<file path="src/source/fetch_defs.svh">
`ifndef FETCH_DEFS_SVH
`define FETCH_DEFS_SVH

// First instruction fetched once the cache is ready
`define FETCH_RESET_VECTOR 32'h0000_0100

// Fetch restarts here after a misaligned or faulting fetch
`define FETCH_TRAP_VECTOR 32'h0000_0040

// Direct-mapped cache with one instruction word per line
`define CACHE_LINES 16

// Cycles spent in FILL before the line is written
`define CACHE_FILL_CYCLES 3

// Program memory depth in 32-bit words
// Byte addresses at or above 4 * MEM_WORDS fault
`define MEM_WORDS 256

`endif

</file>
<file path="src/source/fetch_pkg.sv">
`default_nettype none

package fetch_pkg;

    // Byte address and instruction word
    typedef logic [31:0] addr_t;
    typedef logic [31:0] instr_t;

    // Fetch unit to cache
    typedef enum logic [1:0] {
        CMD_NONE      = 2'd0,
        CMD_EXECUTE   = 2'd1,
        CMD_FLUSH_ALL = 2'd2
    } cache_cmd_e;

    // Cache to fetch unit, terminal codes last one cycle
    typedef enum logic [2:0] {
        RESP_IDLE        = 3'd0,
        RESP_WAIT        = 3'd1,
        RESP_DONE        = 3'd2,
        RESP_MISALIGNED  = 3'd3,
        RESP_ACCESSFAULT = 3'd4
    } cache_resp_e;

    // Error code seen by execute
    typedef enum logic [1:0] {
        ERR_NONE         = 2'd0,
        ERR_MISALIGNED   = 2'd1,
        ERR_ACCESS_FAULT = 2'd2
    } fetch_err_e;

    // Redirect requests from execute
    typedef enum logic [1:0] {
        E2F_NONE   = 2'd0,
        E2F_BRANCH = 2'd1,
        E2F_FLUSH  = 2'd2
    } e2f_cmd_e;

    typedef enum logic [2:0] {
        ST_SWEEP,
        ST_IDLE,
        ST_LOOKUP,
        ST_FILL,
        ST_RESPOND
    } cache_state_e;

    // Instruction hand-off towards execute
    typedef struct packed {
        logic       valid;
        instr_t     instr;
        addr_t      pc;
        fetch_err_e error;
    } f2e_t;

    // Execute back to fetch
    typedef struct packed {
        logic     ready;
        e2f_cmd_e cmd;
        addr_t    target;
    } e2f_t;

endpackage

`default_nettype wire

</file>
<file path="src/source/fetch_unit.sv">
`timescale 1ns/1ns
`default_nettype none

`include "fetch_defs.svh"

module fetch_unit
    import fetch_pkg::*;
(
    input  logic        clk,
    input  logic        rst_n,
    // Cache interface
    input  cache_resp_e c_response,
    input  logic        c_reset_done,
    input  instr_t      c_load_data,
    output cache_cmd_e  c_cmd,
    output addr_t       c_address,
    // Execute interface
    input  e2f_t        e2f,
    output f2e_t        f2e
);

    // Address of the request in flight or last answered
    addr_t      pc;
    logic       bubble;
    logic       flushing;
    instr_t     saved_instr;
    // Error reported while execute was stalled
    fetch_err_e last_err;

    addr_t      pc_nxt;
    logic       bubble_nxt;
    logic       flushing_nxt;
    fetch_err_e last_err_nxt;

    fetch_err_e resp_err;
    logic       cache_done;
    logic       cache_idle;
    logic       cache_error;
    logic       new_fetch_begin;
    addr_t      pc_plus_4;

    // Response decode
    always_comb begin
        case (c_response)
            RESP_MISALIGNED:  resp_err = ERR_MISALIGNED;
            RESP_ACCESSFAULT: resp_err = ERR_ACCESS_FAULT;
            default:          resp_err = ERR_NONE;
        endcase
    end

    assign cache_done  = (c_response == RESP_DONE);
    assign cache_idle  = (c_response == RESP_IDLE);
    assign cache_error = (resp_err != ERR_NONE);

    // Execute can take something and the cache is free
    assign new_fetch_begin = e2f.ready && (cache_done || cache_idle || cache_error);

    assign pc_plus_4 = pc + 32'd4;

    // Cache latches the next PC together with the command
    assign c_address = pc_nxt;

    // Command and next-PC selection
    always_comb begin
        pc_nxt       = pc;
        bubble_nxt   = bubble;
        flushing_nxt = flushing;
        last_err_nxt = last_err;
        c_cmd        = CMD_NONE;
        // Nothing is issued until the invalidation sweep ends
        if (c_reset_done) begin
            if (flushing) begin
                // Flush started once the cache is idle, ends on DONE
                if (cache_done) begin
                    flushing_nxt = 1'b0;
                end else if (cache_idle) begin
                    c_cmd = CMD_FLUSH_ALL;
                end
            end else if (bubble) begin
                // Restart at pc after reset or flush
                if (cache_idle && e2f.ready) begin
                    c_cmd      = CMD_EXECUTE;
                    bubble_nxt = 1'b0;
                end
            end else if (new_fetch_begin) begin
                last_err_nxt = ERR_NONE;
                case (e2f.cmd)
                    E2F_BRANCH: begin
                        pc_nxt = e2f.target;
                        c_cmd  = CMD_EXECUTE;
                    end
                    E2F_FLUSH: begin
                        // Resume after the flush with one bubble
                        pc_nxt       = pc_plus_4;
                        bubble_nxt   = 1'b1;
                        flushing_nxt = 1'b1;
                    end
                    default: begin
                        // Current or pending error goes to the trap vector
                        if (cache_error || (last_err != ERR_NONE)) begin
                            pc_nxt = `FETCH_TRAP_VECTOR;
                        end else begin
                            pc_nxt = pc_plus_4;
                        end
                        c_cmd = CMD_EXECUTE;
                    end
                endcase
            end else if (cache_error) begin
                // Stalled execute, keep the error for the next fetch
                last_err_nxt = resp_err;
            end
        end
    end

    always_ff @(posedge clk) begin
        if (!rst_n) begin
            pc       <= `FETCH_RESET_VECTOR;
            bubble   <= 1'b1;
            flushing <= 1'b0;
            last_err <= ERR_NONE;
        end else begin
            pc       <= pc_nxt;
            bubble   <= bubble_nxt;
            flushing <= flushing_nxt;
            last_err <= last_err_nxt;
        end
    end

    // Copy of the answered word, replayed under back-pressure
    always_ff @(posedge clk) begin
        if (cache_done && !flushing) begin
            saved_instr <= c_load_data;
        end
    end

    // Hand-off towards execute
    always_comb begin
        f2e.valid = 1'b0;
        f2e.instr = c_load_data;
        f2e.pc    = pc;
        // Shown only in the cycle the cache reports it
        f2e.error = resp_err;
        if (c_reset_done && !flushing) begin
            if (cache_done) begin
                f2e.valid = 1'b1;
            end else if (cache_idle && !bubble && (last_err == ERR_NONE)) begin
                // Word answered while ready was low
                f2e.valid = 1'b1;
                f2e.instr = saved_instr;
            end
        end
    end

endmodule

`default_nettype wire

</file>
<file path="config.mk">
export PLATFORM = sky130hd
export DESIGN_NAME = fetch_unit
export DESIGN_NICKNAME = d
export VERILOG_FILES = /design/src/source/fetch_pkg.sv /design/src/source/fetch_unit.sv
export VERILOG_INCLUDE_DIRS = /design/src /design/src/source
export SDC_FILE = /design/constraint.sdc
export NUM_CORES = 1
export LEC_CHECK = 0
export BUFFER_PORTS_ARGS = -buffer_cell sky130_fd_sc_hd__buf_4
export CAP_MARGIN = 10
export CORE_ASPECT_RATIO = 1.4
export CORE_MARGIN = 2
export CORE_UTILIZATION = 30
export DETAILED_ROUTE_END_ITERATION = 16
export GPL_ROUTABILITY_DRIVEN = 0
export HOLD_SLACK_MARGIN = 0.1
export PLACE_DENSITY = 0.55
export SLEW_MARGIN = 20
export SYNTH_ARGS = -nofsm -noshare
export SYNTH_HDL_FRONTEND = slang
export SYNTH_SLANG_ARGS = --single-unit
</file>
<file path="constraint.sdc">
create_clock -name clk -period 3.3 [get_ports clk]
set_clock_uncertainty 0.2 [all_clocks]
set_input_delay 0.495 -clock clk [delete_from_list [all_inputs] [get_ports clk]]
set_output_delay 0.495 -clock clk [all_outputs]
set_load 0.05 [all_outputs]
</file>
**After elaboration in Yosys (flattened, before gate mapping)**

Index checks and enable logic that the tools add are counted.

- Register bits: 68
- Latch bits: 0
- RAM bits: 0
- ROM bits: 0
- Input port bits: 73
- Output and inout port bits: 101
- Logic and storage cells: 59
- Memories: 0

- $add $sub $neg: 1
- $mul: 0
- Div/mod/pow operators: 0
- Magnitude comparators: 0
- Equality and inequality tests: 5
- Shifts and indexed selects: 0
- Mux-type cells: 28
- Bitwise logic cells: 2
- Reductions and logical operators: 18

Operator list:

| kind | number |
|---|---|
| $mux W32 | 6 |
| $mux W33 | 2 |
| $pmux W32 S2 | 1 |
| $add A32 B3 Y32 const B | 1 |
| $mux W2 | 7 |
| $mux W1 | 11 |
| $eq A3 B2 Y1 const B | 2 |
| $logic_and A1 B1 Y1 | 6 |
| $reduce_bool A2 Y1 | 3 |
| $pmux W2 S2 | 1 |
| $reduce_and A4 Y1 | 1 |
| $eq A3 B3 Y1 const B | 1 |
| $logic_not A3 Y1 | 1 |
| $logic_or A1 B1 Y1 | 3 |
| $eq A2 B1 Y1 const B | 1 |
| $eq A2 B2 Y1 const B | 1 |
| $logic_not A1 Y1 | 2 |
| $logic_not A2 Y1 | 1 |
| $not A1 Y1 | 2 |
| $reduce_and A2 Y1 | 1 |

**Logic depth before layout (Yosys ltp)**

- Depth in word-level cells: 10
- Gate-level depth with buffers: 10
- Mapped depth without buffers: 7

**Worst setup path before layout**

Ideal clock, no wire load.

- Kind: reg2out
- From: register pc[9]
- To: output port c_address[25]
- Arrival: 3.006 ns
- Data required time: 2.605 ns
- Path slack: -0.401 ns
- Stages on the path, launching flop included: 8
- Buffers on the path: 2
- Path through: dfxtp_1 buf_4 nand4_4 or4_1 clkbuf_1 or3_1 mux2i_1 o22ai_1

- Word-level cells in the longest chain between the ends: 7

RTL lines:

| element | RTL line | source |
|---|---|---|
| start: declaration | fetch_unit.sv:23 | `addr_t pc;` |
| start signal: assignment | fetch_unit.sv:117 | `` pc <= `FETCH_RESET_VECTOR; `` |
| start signal: assignment | fetch_unit.sv:122 | `pc <= pc_nxt;` |
| $add A32 B3 Y32 * | fetch_unit.sv:58 | `assign pc_plus_4 = pc + 32'd4;` |
| $mux W32 | fetch_unit.sv:100 | `if (cache_error \|\| (last_err != ERR_NONE)) begin` |
| $pmux W32 S2 * | fetch_unit.sv:87 | `case (e2f.cmd)` |
| $mux W32 * | fetch_unit.sv:85 | `end else if (new_fetch_begin) begin` |
| $mux W32 * | fetch_unit.sv:79 | `end else if (bubble) begin` |
| $mux W32 * | fetch_unit.sv:72 | `if (flushing) begin` |
| $mux W32 * | fetch_unit.sv:71 | `if (c_reset_done) begin` |
| end: declaration | fetch_unit.sv:16 | `output addr_t c_address,` |

Every way passes the cells marked *; elsewhere a longest branch is shown, timed or not.

**Worst setup path in the final report**

- From: register pc[3]
- To: output port c_address[28]

Same word-level chain as after synthesis.

==> results.yml <==
timing:
  tightest_slew_ps: 632
  finalWorstSetupSlack_ps: 41.8
  drv_slew: 0
  rsz0062_at_grt: "true"
  fmax_ghz: 0.307
  slew_headroom_pct: 57.6
  hold_viol: 0
  whs_ps: 149
  finalCritPeriodShare_pct: 98.7
  setup_viol_count_final: 0
  fin_crit_ps: 3260
routing:
  drtPass1Iterations: 4
  wl_per_cell_um: 17.2
  ant_nets: 0
  drtIter0Drc: 116
  vias: 4112
  vias_per_cell: 5.40
  drc: 0
  wirelength_um: 13100
setup_path:
  r2r_cells: 6
  crit_arrival_ps: 2560
  path_class: "flop to output pin"
  endpoint: "c_address[28]"
  r2r-end: "pc[28]"
  cp.required_ps: 2600
  critPathLaunchType: "flop"
  reg2reg_from: "pc[3]"
  r2r_setup_slack_ps: 860
  crit_path_end_kind: "output pin"
  critical_path.max_fanout: 4
  worstSetupStartpoint: "pc[3]"
cts:
  clkSinkCount: 68
  cts-root-buf: "clkbuf_16"
  numCtsBuffers: 9
  clock_latency_ps: 330
  path_clk_slew_ps: 60
  cts_tree: "done"
  h-tree-depth: 3
  clock_path_buffers: 2
power:
  net-switching-power_mw: 0.557
  switching_share_pct: 26.3
  power.share.clock_pct: 41.1
  worst_ir_drop_vdd_v: 0.000207
  pwr-share-seq_pct: 42.4
  power_density_mw_per_mm2: 357
  intPower_mw: 1.56
  leakage_nw: 2.40
  power_frac_comb_pct: 16.5
min_path:
  worstHoldPathType: "primary input to flop"
  hold_path_depth: 1
placed_design:
  numPortBuffers: 173
  place_area_mm2: 0.00557
  post-dp-hpwl_um: 9780
  post-place-ws_ps: 88.6
  placedCellCount: 740
layout:
  diodes: 0
  nNetsFinal: 679
  final_core_util_pct: 46.1
  drive_gt1_share_pct: 46.7
  synthToLayoutAreaGrowth_pct: 50.4
  most-common-layout-cells: "buf_4, nand2_1, mux2_2, edfxtp_1"
  instances_no_fill: 761
  final_area_mm2: 0.00593
  fill_cells: 1279
  final_common_cell: "buf_4"
synthesis:
  synth_edf_count: 32
  syn_area_mm2: 0.00394
  synth_fp_nets: 503
  ys_seq_elements: 68
  netlist_instances: 427
  synth_area_per_cell_um2: 9.24
  ys.flop_type: "dfxtp_1"
  yosysWarnings: 0
  synth_cell_type_count: 60
  ys_async_sr_fraction_pct: 0
  ys_seq_area_share_pct: 42.6
floorplanning:
  fp.dieW_um: 101
  initial_utilization_pct: 30.6
  row_count: 49
  die_h_um: 140
  dieArea_mm2: 0.0141
  io_pins: 174
  core_mm2: 0.0129
grt:
  grt_use_total_pct: 18.1
  grt_pass1_vias: 3998
  grt_overflow: 0
  grt_pass1_wl_um: 20200
  grt_max_degree: 34
  antenna_found_initial: 0
outcome:
  status: "complete, no violations"
job:
  maxCapViolCount: 0
registers in the layout, indices dropped and copies added (netlist names):
name,flops
bubble,1
flushing,1
last_err,2
pc,32
saved_instr,32
power by group through the flow:
stage	Sequential, mW	Combinational, mW	Clock [mW]
2_1_floorplan	0.920	0.185	0
3_3_place_gp	0.916	0.345	0
3_5_place_dp	0.917	0.348	0
4_1_cts	0.899	0.349	0.904
5_1_grt	0.900	0.371	0.939
6_report	0.900	0.349	0.870
per-stage QoR:
step / setup TNS (ps) / total power [mW]
CTS: -10.6 / 2.15
global placement: 0 / 1.26
detailed placement: 0 / 1.26
global route: -50.6 / 2.21
floorplan: -107 / 1.10
finish: 0 / 2.12
synth_stat cells (5+ instances only):
library cell / n / area share (%)
dfxtp_1: 36 / 18
nand2_1: 33 / 3.1
edfxtp_1: 32 / 24
mux2_2: 32 / 9.1
o21ai_0: 29 / 3.7
clkbuf_1: 26 / 2.5
nor2_1: 26 / 2.5
a21oi_1: 24 / 3.0
and2_1: 19 / 3.0
nand3_1: 17 / 2.2
inv_1: 14 / 1.3
nand4_1: 12 / 1.9
nor3_1: 9 / 1.1
o22ai_1: 8 / 1.3
mux2i_1: 7 / 1.8
o211ai_1: 7 / 1.3
a31oi_1: 6 / 0.95
and3_1: 5 / 0.79
nor4_1: 5 / 0.79
or4_1: 5 / 0.95
per-layer routing:
metal	track usage, %	vias up	share of wire [%]
met5	0	-	0
met2	30.7	181	49
met3	3.11	18	6.3
li1	-	1979	-
met1	22.8	1934	43
met4	6.47	0	1.6
cell families (layout without fill, tap and decap cells):
logic type      after synthesis  in the layout  synth area share (%)
flops                        68             68                  42.6
compound gates              114            114                  18.9
buf+inv                      46            227                  4.57
mux                          39             39                  10.9
simple gates                157            157                  22.0
fa+ha+maj                     3              3                 0.952
critical path, cell delays in order (launching register included):
cell and delay (ps):
dfxtp_2 350, ha_4 150, nand4_1 70, or4_4 570, or3_4 410, or4_4 450, nand3_4 100, buf_8 150
worst min path at each step:
stage / start / to / slack (ps)
final: c_load_data[26] / saved_instr[26] / 150
after global routing: c_load_data[26] / saved_instr[26] / 130
after CTS: c_load_data[26] / saved_instr[26] / 130
after detailed placement: last_err[0] / last_err[0] / 300
after global placement: last_err[0] / last_err[0] / 290
after floorplan: last_err[0] / last_err[0] / 260
timing repair:
| item | in CTS | in global routing |
|---|---|---|
| resized for setup | 7 | 4 |
| setup endpoints to repair | 4 | 3 |
| buffers inserted | 0 | 5 |
| pin swaps | 1 | 7 |
| hold buffers | 0 | 0 |
final cells by class:
type,instances,area (um2),share of cell area [%]
Multi-Input combinational cell,313,2210,37.2
Sequential cell,68,1710,28.8
Timing Repair Buffer,196,1500,25.3
Clock buffer,14,254,4.28
Tap cell,153,191,3.23
Inverter,15,56.3,0.949
Clock inverter,2,12.5,0.211
(Power assumes the default switching activity.)
