`src/source/fetch_defs.svh`:
```
`ifndef FETCH_DEFS_SVH
`define FETCH_DEFS_SVH

// First instruction fetched once the cache is ready
`define FETCH_RESET_VECTOR 32'h0000_0100

// Fetch restarts here after a misaligned or faulting fetch
`define FETCH_TRAP_VECTOR 32'h0000_0040

// Direct-mapped cache with one instruction word per line
`define CACHE_LINES 16

// Cycles spent in FILL before the line is written
`define CACHE_FILL_CYCLES 3

// Program memory depth in 32-bit words
// Byte addresses at or above 4 * MEM_WORDS fault
`define MEM_WORDS 256

`endif

```
`src/source/fetch_pkg.sv`:
```
`default_nettype none

package fetch_pkg;

    // Byte address and instruction word
    typedef logic [31:0] addr_t;
    typedef logic [31:0] instr_t;

    // Fetch unit to cache
    typedef enum logic [1:0] {
        CMD_NONE      = 2'd0,
        CMD_EXECUTE   = 2'd1,
        CMD_FLUSH_ALL = 2'd2
    } cache_cmd_e;

    // Cache to fetch unit, terminal codes last one cycle
    typedef enum logic [2:0] {
        RESP_IDLE        = 3'd0,
        RESP_WAIT        = 3'd1,
        RESP_DONE        = 3'd2,
        RESP_MISALIGNED  = 3'd3,
        RESP_ACCESSFAULT = 3'd4
    } cache_resp_e;

    // Error code seen by execute
    typedef enum logic [1:0] {
        ERR_NONE         = 2'd0,
        ERR_MISALIGNED   = 2'd1,
        ERR_ACCESS_FAULT = 2'd2
    } fetch_err_e;

    // Redirect requests from execute
    typedef enum logic [1:0] {
        E2F_NONE   = 2'd0,
        E2F_BRANCH = 2'd1,
        E2F_FLUSH  = 2'd2
    } e2f_cmd_e;

    typedef enum logic [2:0] {
        ST_SWEEP,
        ST_IDLE,
        ST_LOOKUP,
        ST_FILL,
        ST_RESPOND
    } cache_state_e;

    // Instruction hand-off towards execute
    typedef struct packed {
        logic       valid;
        instr_t     instr;
        addr_t      pc;
        fetch_err_e error;
    } f2e_t;

    // Execute back to fetch
    typedef struct packed {
        logic     ready;
        e2f_cmd_e cmd;
        addr_t    target;
    } e2f_t;

endpackage

`default_nettype wire

```
`src/source/fetch_cache.sv`:
```
`timescale 1ns/1ns
`default_nettype none

`include "fetch_defs.svh"

module fetch_cache
    import fetch_pkg::*;
(
    input  logic        clk,
    input  logic        rst_n,
    // Fetch unit side
    input  cache_cmd_e  c_cmd,
    input  addr_t       c_address,
    output cache_resp_e c_response,
    output instr_t      c_load_data,
    output logic        c_reset_done,
    // Program memory side
    output logic        m_re,
    output addr_t       m_addr,
    input  instr_t      m_rdata
);

    localparam int IDX_W  = $clog2(`CACHE_LINES);
    localparam int TAG_W  = 32 - IDX_W - 2;
    localparam int FILL_W = $clog2(`CACHE_FILL_CYCLES + 1);
    localparam addr_t MEM_LIMIT = addr_t'(`MEM_WORDS * 4);

    // Line storage
    logic [TAG_W-1:0]        tag_mem [`CACHE_LINES];
    instr_t                  data_mem [`CACHE_LINES];
    logic [`CACHE_LINES-1:0] valid_q;

    cache_state_e      state_q;
    cache_resp_e       resp_q;
    logic [IDX_W-1:0]  sweep_cnt;
    logic [FILL_W-1:0] fill_cnt;
    // Sweep was started by FLUSH_ALL and must answer DONE
    logic              flush_q;
    logic              reset_done_q;
    addr_t             addr_q;
    instr_t            data_q;

    logic             accept;
    logic             cmd_misaligned;
    logic             cmd_fault;
    logic [IDX_W-1:0] line_idx;
    logic [TAG_W-1:0] line_tag;
    logic             hit;
    logic             sweep_last;
    logic             fill_last;

    // A new command is taken in IDLE or while answering
    assign accept = (state_q == ST_IDLE) || (state_q == ST_RESPOND);

    assign cmd_misaligned = |c_address[1:0];
    assign cmd_fault      = (c_address >= MEM_LIMIT);

    assign line_idx = addr_q[IDX_W+1:2];
    assign line_tag = addr_q[31:IDX_W+2];
    assign hit      = valid_q[line_idx] && (tag_mem[line_idx] == line_tag);

    assign sweep_last = (sweep_cnt == IDX_W'(`CACHE_LINES - 1));
    assign fill_last  = (fill_cnt == FILL_W'(`CACHE_FILL_CYCLES - 1));

    // One memory read per miss
    assign m_re   = (state_q == ST_LOOKUP) && !hit;
    assign m_addr = addr_q;

    assign c_load_data  = data_q;
    assign c_reset_done = reset_done_q;

    always_comb begin
        case (state_q)
            ST_IDLE:    c_response = RESP_IDLE;
            ST_RESPOND: c_response = resp_q;
            default:    c_response = RESP_WAIT;
        endcase
    end

    always_ff @(posedge clk) begin
        if (!rst_n) begin
            state_q      <= ST_SWEEP;
            resp_q       <= RESP_IDLE;
            sweep_cnt    <= '0;
            fill_cnt     <= '0;
            flush_q      <= 1'b0;
            reset_done_q <= 1'b0;
        end else begin
            case (state_q)
                ST_SWEEP: begin
                    sweep_cnt <= sweep_cnt + 1'b1;
                    if (sweep_last) begin
                        reset_done_q <= 1'b1;
                        flush_q      <= 1'b0;
                        resp_q       <= RESP_DONE;
                        state_q      <= flush_q ? ST_RESPOND : ST_IDLE;
                    end
                end
                ST_IDLE, ST_RESPOND: begin
                    if (c_cmd == CMD_EXECUTE) begin
                        // Bad addresses answer one cycle later
                        if (cmd_misaligned) begin
                            resp_q  <= RESP_MISALIGNED;
                            state_q <= ST_RESPOND;
                        end else if (cmd_fault) begin
                            resp_q  <= RESP_ACCESSFAULT;
                            state_q <= ST_RESPOND;
                        end else begin
                            state_q <= ST_LOOKUP;
                        end
                    end else if (c_cmd == CMD_FLUSH_ALL) begin
                        sweep_cnt <= '0;
                        flush_q   <= 1'b1;
                        state_q   <= ST_SWEEP;
                    end else begin
                        state_q <= ST_IDLE;
                    end
                end
                ST_LOOKUP: begin
                    fill_cnt <= '0;
                    if (hit) begin
                        resp_q  <= RESP_DONE;
                        state_q <= ST_RESPOND;
                    end else begin
                        state_q <= ST_FILL;
                    end
                end
                ST_FILL: begin
                    fill_cnt <= fill_cnt + 1'b1;
                    if (fill_last) begin
                        resp_q  <= RESP_DONE;
                        state_q <= ST_RESPOND;
                    end
                end
                default: state_q <= ST_IDLE;
            endcase
        end
    end

    // Lines, tags, valid bits and the answer word
    always_ff @(posedge clk) begin
        if (accept && (c_cmd == CMD_EXECUTE)) begin
            addr_q <= c_address;
        end
        if (state_q == ST_SWEEP) begin
            valid_q[sweep_cnt] <= 1'b0;
        end
        if ((state_q == ST_LOOKUP) && hit) begin
            data_q <= data_mem[line_idx];
        end
        // Memory word has been stable since the cycle after m_re
        if ((state_q == ST_FILL) && fill_last) begin
            data_mem[line_idx] <= m_rdata;
            tag_mem[line_idx]  <= line_tag;
            valid_q[line_idx]  <= 1'b1;
            data_q             <= m_rdata;
        end
    end

endmodule

`default_nettype wire

```
`config.mk`:
```
export PLATFORM = sky130hd
export DESIGN_NAME = fetch_cache
export DESIGN_NICKNAME = d
export VERILOG_FILES = /design/src/source/fetch_pkg.sv /design/src/source/fetch_cache.sv
export VERILOG_INCLUDE_DIRS = /design/src /design/src/source
export SDC_FILE = /design/constraint.sdc
export NUM_CORES = 1
export LEC_CHECK = 0
export BUFFER_PORTS_ARGS = -buffer_cell sky130_fd_sc_hd__buf_2
export CAP_MARGIN = 5
export CORE_ASPECT_RATIO = 0.9
export CORE_MARGIN = 4
export CORE_UTILIZATION = 59
export CTS_CLUSTER_DIAMETER = 200
export CTS_CLUSTER_SIZE = 24
export DETAILED_ROUTE_END_ITERATION = 6
export PLACE_DENSITY_LB_ADDON = 0.12
export SYNTH_ARGS = -nofsm -noshare
export SYNTH_HDL_FRONTEND = slang
export SYNTH_SLANG_ARGS = --single-unit
```
`constraint.sdc`:
```
create_clock -name clk -period 8.21 [get_ports clk]
set_input_delay 0.4105 -clock clk [delete_from_list [all_inputs] [get_ports clk]]
set_output_delay 0.4105 -clock clk [all_outputs]
set_load 0.02 [all_outputs]
```
# Word-level counts from Yosys, hierarchy flattened
# Memory sizes are Yosys's and may differ from the RTL's. A register that Yosys moved wholly into a read port is not among the register bits.
# Index checks and enable logic that the tools add are counted.
# op_classes
add_sub_neg	2
order_cmp	5
eq_ne	16
muxes	36
n_bitwise	3
n_reduce_logical	21
# ops
cell	n
3-bit two-way mux	13
32-bit by 11-bit greater-or-equal comparator with 1-bit output, second input constant	1
16-bit two-way mux	2
26-bit == test	1
3-bit case mux with 4 select lines	2
16-bit bitwise AND	1
16-bit inverter	1
16-bit bitwise OR	1
4-bit two-way mux	3
2-bit != test, second input constant	6
4-bit by 5-bit less-than comparator with 1-bit output, second input constant	2
1-bit two-way mux	9
1-bit demux with 4-bit select	2
4-bit by 1-bit greater-or-equal comparator with 1-bit output, second input constant	2
4-bit case mux with 2 select lines	1
1-bit logical AND	7
3-bit by 2-bit == test with 1-bit output, second input constant	2
3-bit case mux with 2 select lines	1
6-bit AND reduction	1
2-bit nonzero test	3
4-bit by 1-bit adder with 4-bit output, second input constant	1
1-bit binary-select mux with 4-bit select	1
2-bit == test, second input constant	2
4-bit == test, second input constant	1
15 further kinds	17
# word_totals
ff_bits	62
ram_bits	928
input_bits	68
out_inout_bits	69
word_cells	93
mem_count	2
# mem_list
name	words	word_bits	rd	rd_clocked_by_memory_dff	write_ports	line	source
data_mem	16	32	1	1	1	fetch_cache.sv:30	instr_t data_mem [`CACHE_LINES];
tag_mem	16	26	1	1	1	fetch_cache.sv:29	logic [TAG_W-1:0] tag_mem [`CACHE_LINES];

# Longest topological paths before layout
# Gate-level depths: netlist of the first run.
# logic_depth
ltp_word	9
depth_mapped	14
ltp_nobuf	9

# Least setup slack after synthesis of the first run
# OpenSTA, ideal clock, no wires.
# synth_path
path_kind	reg-to-reg
from	reg addr_q[2], in the netlist m_addr[2]
to	mem data_mem[5][0] in the netlist's numbering (enable)
setup_ns	0.474
arrival_ns	4.354
required_time_ns	7.736
setup_slack_ns	3.382
path_stages_with_launch	6
path_buffers	3
period_less_slack_ns	4.828
path_cell_list	edfxtp_1 -> buf_1 -> clkbuf_1 -> or3b_2 -> clkbuf_1 -> nor2_1
# synth_lines
item	line	source
start, declared	fetch_cache.sv:40	addr_t addr_q;
start signal, assigned	fetch_cache.sv:143	addr_q <= c_address;
end, declared	fetch_cache.sv:30	
# Straight into the memory's write port.

==> results of run 1 <==
cell families after synthesis:
family | after synthesis | synth area share [%]
AO/OA/AOI/OAI | 111 | 1.84
XOR/XNOR | 25 | 0.557
adder cells (fa/ha/maj) | 7 | 0.223
buffers and inverters | 91 | 1.16
flip-flops | 1026 | 77.5
multiplexers | 330 | 17.1
AND/OR/NAND/NOR | 131 | 1.67
worst reg2reg max path: stages, from the launching register on:
cell and delay, ns:
dfxtp_4 0.92, buf_4 0.66, mux4_1 0.43, nor3b_1 0.17
or3_1 0.37, o2111a_1 0.25, a2111oi_0 0.48, and4b_1 0.39
nand4_1 0.21, nand2_2 0.13, buf_4 0.53
metrics by stage:
step           worst slack (ns)  std cells  total power, uW
6_report                   3.05       2773             8370
5_1_grt                    2.73       2770             8640
4_1_cts                    3.01       2770             8420
3_5_place_dp               3.24       2673             5870
3_3_place_gp               3.29       2673             5870
2_1_floorplan              3.38       1721             5820
state kept, by name, summed over array words and instances (netlist names), named ones only:
| signal | flops |
|---|---|
| data_mem | 512 |
| tag_mem | 416 |
| c_load_data | 32 |
| m_addr | 32 |
| valid_q | 16 |
| sweep_cnt | 4 |
| resp_q | 3 |
| state_q | 3 |
| fill_cnt | 2 |
| c_reset_done | 1 |
| flush_q | 1 |
worst max path at each step:
| stage | depth (start not counted) | to | slack, ns |
|---|---|---|---|
| final | 9 | m_re | 3.05 |
| after global routing | 9 | m_re | 2.73 |
| after CTS | 9 | m_re | 3.01 |
| after detailed placement | 10 | c_load_data[4]$_DFFE_PP_ | 3.24 |
| after global placement | 10 | c_load_data[4]$_DFFE_PP_ | 3.29 |
| after floorplan | 5 | data_mem[5][0]$_DFFE_PP_ | 3.38 |
cell usage in the layout, fill, tap and decap left out, types with 3 or more instances in the layout:
cell type	Yosys	layout
edfxtp_1	992	992
mux4_2	267	267
buf_2	7	136
clkbuf_16	0	49
o21ai_0	45	45
mux2_2	40	40
dfxtp_1	34	31
buf_4	8	31
dlygate4sd3_1	0	28
nand2_1	27	26
nor2_1	42	26
mux2i_1	22	22
clkbuf_1	38	19
a21oi_1	18	18
nor2_4	0	16
xnor2_1	14	14
xor2_1	11	11
inv_1	9	9
o22ai_1	9	9
nor3_1	8	8
nor4_1	8	8
nand2b_1	8	8
a221oi_1	7	7
ha_1	7	7
nand3_1	7	6
nor2b_1	6	6
or2_2	5	5
a22o_1	5	5
nor3b_1	4	4
nand4_1	4	4
diode_2	0	3
o211ai_1	3	3
a22oi_1	3	3
and3_1	3	3
metal layers:
metal	vias up	share of wire [%]	track usage, %
met5	-	0	0
met4	0	1.3	3.69
met3	69	7.6	3.59
met2	771	49	38.6
met1	9788	42	36.9
li1	7572	-	-
power groups by stage:
stage          combinational (uW)  clock, uW  sequential, uW
2_1_floorplan                8.01          0            5810
4_1_cts                      74.3       2660            5690
3_3_place_gp                 59.6          0            5810
3_5_place_dp                 64.2          0            5810
5_1_grt                      83.5       2860            5690
6_report                     75.7       2600            5690
what timing repair did:
item | in CTS | in global routing
hold buffers | 28 | 0
endpoints found under the hold margin | 28 | 0
buffers inserted | 0 | 0
layout make-up:
class	count	area, um^2
multi-input cells	604	8530
repair buffers	197	1230
flip-flops and latches	1026	30500
clock inverters	1	8.76
inverters	10	37.5
clock buffers	68	1300
diodes	3	7.51
well taps	864	1080
fillers	4269	23100
==> impl_results.md, run 1 <==
- Mapped Cells: 1721
- Starting Density: approximately three fifths
- Final nets: ~2000
- Die ar.: a little over 0.07 mm^2
- Core area: around 0.066 mm^2
- Sequential share of power: approximately 68%
- Crit path max fanout: 50
- Total number of vias: roughly 18000
- Worst hold path depth: 1
- Critical path's top delay family: compound AO/OA/AOI/OAI gates
- Final Setup Violations: 0
- Most common cell in the netlist: edfxtp_1
- Psw: between 1500 and 2000 uW
- Initial antenna violation count: 2
- Via/cell ratio: between 6 and 7
- Number of distinct library cells after synthesis: between 50 and 60
- Post-synth EDFFs: 992
- Hold WC Path Type: input pin to register
- CTS resizes: 0
- Seq/Total Area, Yosys: between 70% and 80%
- IO buf count: roughly 140
- Area grow syn2layout: 8.51%
- GPL Wtd Cong: slightly above 0.8
- Startpoint Class: register
- Max-cap violations: 0
- P_int: 6820 uW
- CP required: ~8 ns
- Drt total wl: 83900 um
- Synth Register Bits: between 1000 and 1500
- Worst slew pin tran: roughly 1.1 ns
- Die Wd: 280 um
- Cell Area, Placed: 0.0411 mm^2
- Post-synth top cells: 992 x edfxtp_1, 267 x mux4_2, 45 x o21ai_0, 42 x nor2_1, 40 x mux2_2
- Worst path cell trace: buf_4 > mux4_1 > nor3b_1 > or3_1 > o2111a_1 > a2111oi_0 > and4b_1 > a311oi_2 > buf_2
- DRC viols: 0
- GRT Total Usage: 24.0%
- R2R setup slack: 3.24 ns
- First-pass GRT wire length: ~120000 um
- Design Area, Final: 0.0427 mm^2
- Most used DFF post-synth: edfxtp_1
- IO Count: roughly 140
- Leak Pwr: ~0.013 uW
- Routed length per placed instance: between 30 and 40 um
- Final ANT Viol Nets: 0
- Synthesized cell area: between 0.03 and 0.04 mm^2
- Max IR drop VDD: 0.140 mV
- Syn. warnings: 0
- Reg clk slew, reported paths: about 0.10 ns
- Total power divided by cell area: 196 mW/mm^2
- Final period utilization: 62.8%
- Fmax: around 190 MHz
- Row count: a little under 90
- Final core occ: approximately two thirds
- Final setup skew: between 0.015 and 0.02 ns
- Status: completed
- Die H: approximately 250 um
- Syn_area_per_cell: ~23 um^2
- CTS root buffer: clkbuf_16
- Final worst path period need: about 5.2 ns
- Clock latency on the worst-skew pair: 0.61 ns
- Clock buffer depth: 3
- Worst Hold End: m_addr[22]$_DFFE_PP_
- Crit Path Class: register to output pin
- Max incr delay on CP: about 0.92 ns
- Clock share of power: between 30% and 40%
- Worst EP arrival: ~4.8 ns
- Drt first pass iters: 5
- Hold_ws: between 0.05 and 0.06 ns
- Share of layout cells above drive strength 1: a little under 30%
- Largest net degree at the start of global routing: between 100 and 150
- Combinational share of power: 0.9%
- Setup tns final: 0 ns
- Biggest area consumer among synthesized cells: edfxtp_1
- R2R Path End: c_load_data[4]$_DFFE_PP_
- Share of synthesized registers carrying an async set or reset: 0%
- CTS H-tree lvls: 2
- HPWL Detailed: between 40000 and 50000 um
- TritonCTS clock tree: done
- Clock sink count: 1026
- Slew HR: a little under a quarter
- Slowest cell on the critical path: dfxtp_4
- RSZ-0062 raised after global routing: no
- Synth top area share: 75.8%
- Hold Vio Cnt, Final: 0
- Worst path bufs/invs: 2
- FF-to-FF path depth: 10
- Ranking of synthesized cells by area: edfxtp_1 76%, mux4_2 15%, dfxtp_1 1.7%
- Net Count, Synth: 1796
- Grt ovf: 0
- Critical Path End Type: output pin
- Worst Hold Launch: c_address[22]
- TritonCTS buffer count: 48
- Drt first-iter violations: between 2000 and 2500
- Switching share of total power: a little under a fifth
- Slew Limit Fails: 0
- Vias in the first global route: between 15000 and 20000
Note: power is estimated with default switching activity, not from simulation.
==> inputs of run 2 (changes only) <==
--- a/config.mk
+++ b/config.mk
@@ -10,7 +10,7 @@
 export CAP_MARGIN = 5
 export CORE_ASPECT_RATIO = 0.9
 export CORE_MARGIN = 4
-export CORE_UTILIZATION = 59
+export CORE_UTILIZATION = 56
 export CTS_CLUSTER_DIAMETER = 200
 export CTS_CLUSTER_SIZE = 24
 export DETAILED_ROUTE_END_ITERATION = 6
==> constraint.sdc (replaced) <==
create_clock -name clk -period 4.7 [get_ports clk]
set_input_delay 0.235 -clock clk [delete_from_list [all_inputs] [get_ports clk]]
set_output_delay 0.235 -clock clk [all_outputs]
set_load 0.02 [all_outputs]
==> run 2 against run 1 <==
  * Sequential power rose by 75%
  * Critical path type unchanged
  * Routed wire length rose by 1.4%
  * Register-to-register slack got worse by 2.3 ns
  * Clock power rose by 76%
==> impl_results.md, run 2 (synthesized netlist as in run 1, its figures left out) <==
- TritonCTS buffer count: between 40 and 50
- Status: completed
- R2R Path End: resp_q[1]$_SDFFE_PN0P_
- Final ANT Viol Nets: 0
- Post-CTS Setup Inserts: 0
- Hold Vio Cnt, Final: 0
- Beginning of the critical path: m_addr[2]$_DFFE_PP_
- Die Wd: around 290 um
- Total power divided by cell area: ~340 mW/mm^2
- Critical Path End Type: output pin
- Grt ovf: 0
- Clock latency on the worst-skew pair: approximately 0.63 ns
- Vias in the first global route: 19023
- Final nets: approximately 2000
- Drt first-iter violations: about 2400
- Hold_ws: between 0.08 and 0.09 ns
- Final core occ: 63.1%
- Initial antenna violation count: 1
- Critical path endpoint: m_re
- Largest net degree at the start of global routing: 81
- Die H: between 200 and 300 um
- Layout Cells excl Fill: roughly 2900
- Leak Pwr: 0.0136 uW
- Die ar.: around 0.075 mm^2
- Via/cell ratio: between 6 and 7
- GPL Wtd Cong: ~0.79
- Final setup skew: around 0.019 ns
- Row count: 91
- Drt first pass iters: 5
- Worst R2R Start: m_addr[2]$_DFFE_PP_
- Final Setup Violations: 0
- DRC viols: 0
- IO buf count: between 100 and 150
- Area grow syn2layout: 10.6%
- TritonCTS clock tree: done
- Clock sink count: approximately 1000
- Final period utilization: a little over nine tenths
- FF-to-FF path depth: 8
- Crit path max fanout: 13
- Routed length per placed instance: roughly 29 um
- Core area: about 0.069 mm^2
- Max-cap violations: 0
- CTS resizes: 0
- Commonest non-fill, non-tap cell in the layout: edfxtp_1
- Final worst path period need: approximately 4.4 ns
- CTS root buffer: clkbuf_16
- Slew Limit Fails: 0
- HPWL Detailed: 45400 um
- Reg clk slew, reported paths: around 0.090 ns
- Share of layout cells above drive strength 1: between 20 and 30%
- Starting Density: roughly 57%
- Placed insts: between 2000 and 3000
- Total number of vias: around 18000
- RSZ-0062 raised after global routing: no
- Most frequent cells in the layout: 992 x edfxtp_1, 267 x mux4_2, 136 x buf_2, 65 x dlygate4sd3_1, 49 x clkbuf_16
- Startpoint Class: register
- CTS H-tree lvls: 2
- Crit Path Class: register to output pin
- Design Area, Final: around 0.044 mm^2
- Drt total wl: about 85000 um
- Worst slew pin tran: 1.20 ns
- Hold WC Path Type: input pin to register
- First-pass GRT wire length: between 100000 and 150000 um
- Max IR drop VDD: between 0.2 and 0.3 mV
- Cell Area, Placed: roughly 0.042 mm^2
- Worst EP arrival: ~4.2 ns
- Slew HR: slightly below 20%
- IO Count: approximately 140
- CP required: between 4 and 5 ns
- R2R setup slack: 0.94 ns
- Fmax: 227 MHz
- Clock buffer depth: 3
- GRT Total Usage: between 20% and 30%
- Largest Register: data_mem
- Largest regs: data_mem (512), tag_mem (416)
- Max reg flops: 512
- Setup tns final: 0 ns
- Worst hold path depth: 5
==> run 2: cell types whose count changed in the layout (fill, tap and decap cells not counted) <==
| cell | before | now |
|---|---|---|
| buf_12 | 2 | 15 |
| clkbuf_1 | 19 | 18 |
| dlygate4sd3_1 | 28 | 65 |
| buf_4 | 31 | 46 |
| inv_6 | 0 | 2 |
| diode_2 | 3 | 1 |
==> run 2: final cells by class <==
cell class | instances | area, um^2
Clock buffer | 67 | 1290
Sequential cell | 1026 | 30500
Tap cell | 930 | 1160
Antenna cell | 1 | 2.50
Clock inverter | 3 | 26.3
Inverter | 10 | 37.5
Multi-Input combinational cell | 604 | 8530
Timing Repair Buffer | 262 | 1980
Fill cell | 4681 | 25500
==> run 2: worst min path at each step <==
stage / startpoint / end
2_1_floorplan: m_rdata[0] / data_mem[0][0]$_DFFE_PP_
3_3_place_gp: c_address[6] / m_addr[6]$_DFFE_PP_
3_5_place_dp: c_address[8] / m_addr[8]$_DFFE_PP_
4_1_cts: c_cmd[1] / state_q[0]$_SDFFE_PN0P_
5_1_grt: c_cmd[1] / state_q[0]$_SDFFE_PN0P_
6_report: c_cmd[1] / state_q[0]$_SDFFE_PN0P_
==> run 2: power breakdown <==
group	total [uW]	switching (uW)	leakage, uW	internal (uW)
combinational	162	99.8	0.00375	62.1
clock	4580	2650	0.000638	1930
sequential	9940	3.49	0.00919	9930
total	14700	2750	0.0136	11900
==> run 2: stage by stage <==
step / total power (uW) / worst slack [ns]
final: 14700 / 0.298
after CTS: 14800 / 0.290
after detailed placement: 10300 / 0.992
after global placement: 10300 / 1.00
after floorplan: 10200 / -0.128
after global routing: 15200 / 0.134
==> run 2: metal layers <==
metal	share of wire, %	wire, um	GRT usage [%]
met5	0	0	0
met4	1.4	1200	3.82
met3	7.5	6370	4.12
met2	48	41200	36.7
met1	43	36300	35.2
==> run 2: repair_timing <==
| action | 4_1_cts | 5_1_grt |
|---|---|---|
| endpoints found under the hold margin | 551 | 0 |
| hold buffers | 65 | 0 |
| setup endpoints to repair | 0 | 0 |
==> run 2: worst max-delay path: stages (launching register included) <==
cell       delay [ns]
edfxtp_1         0.91
mux4_2           0.62
mux4_2           0.49
o21ai_0          0.18
a2111oi_0        0.12
and4b_1          0.23
a311oi_2         0.68
buf_2            0.30
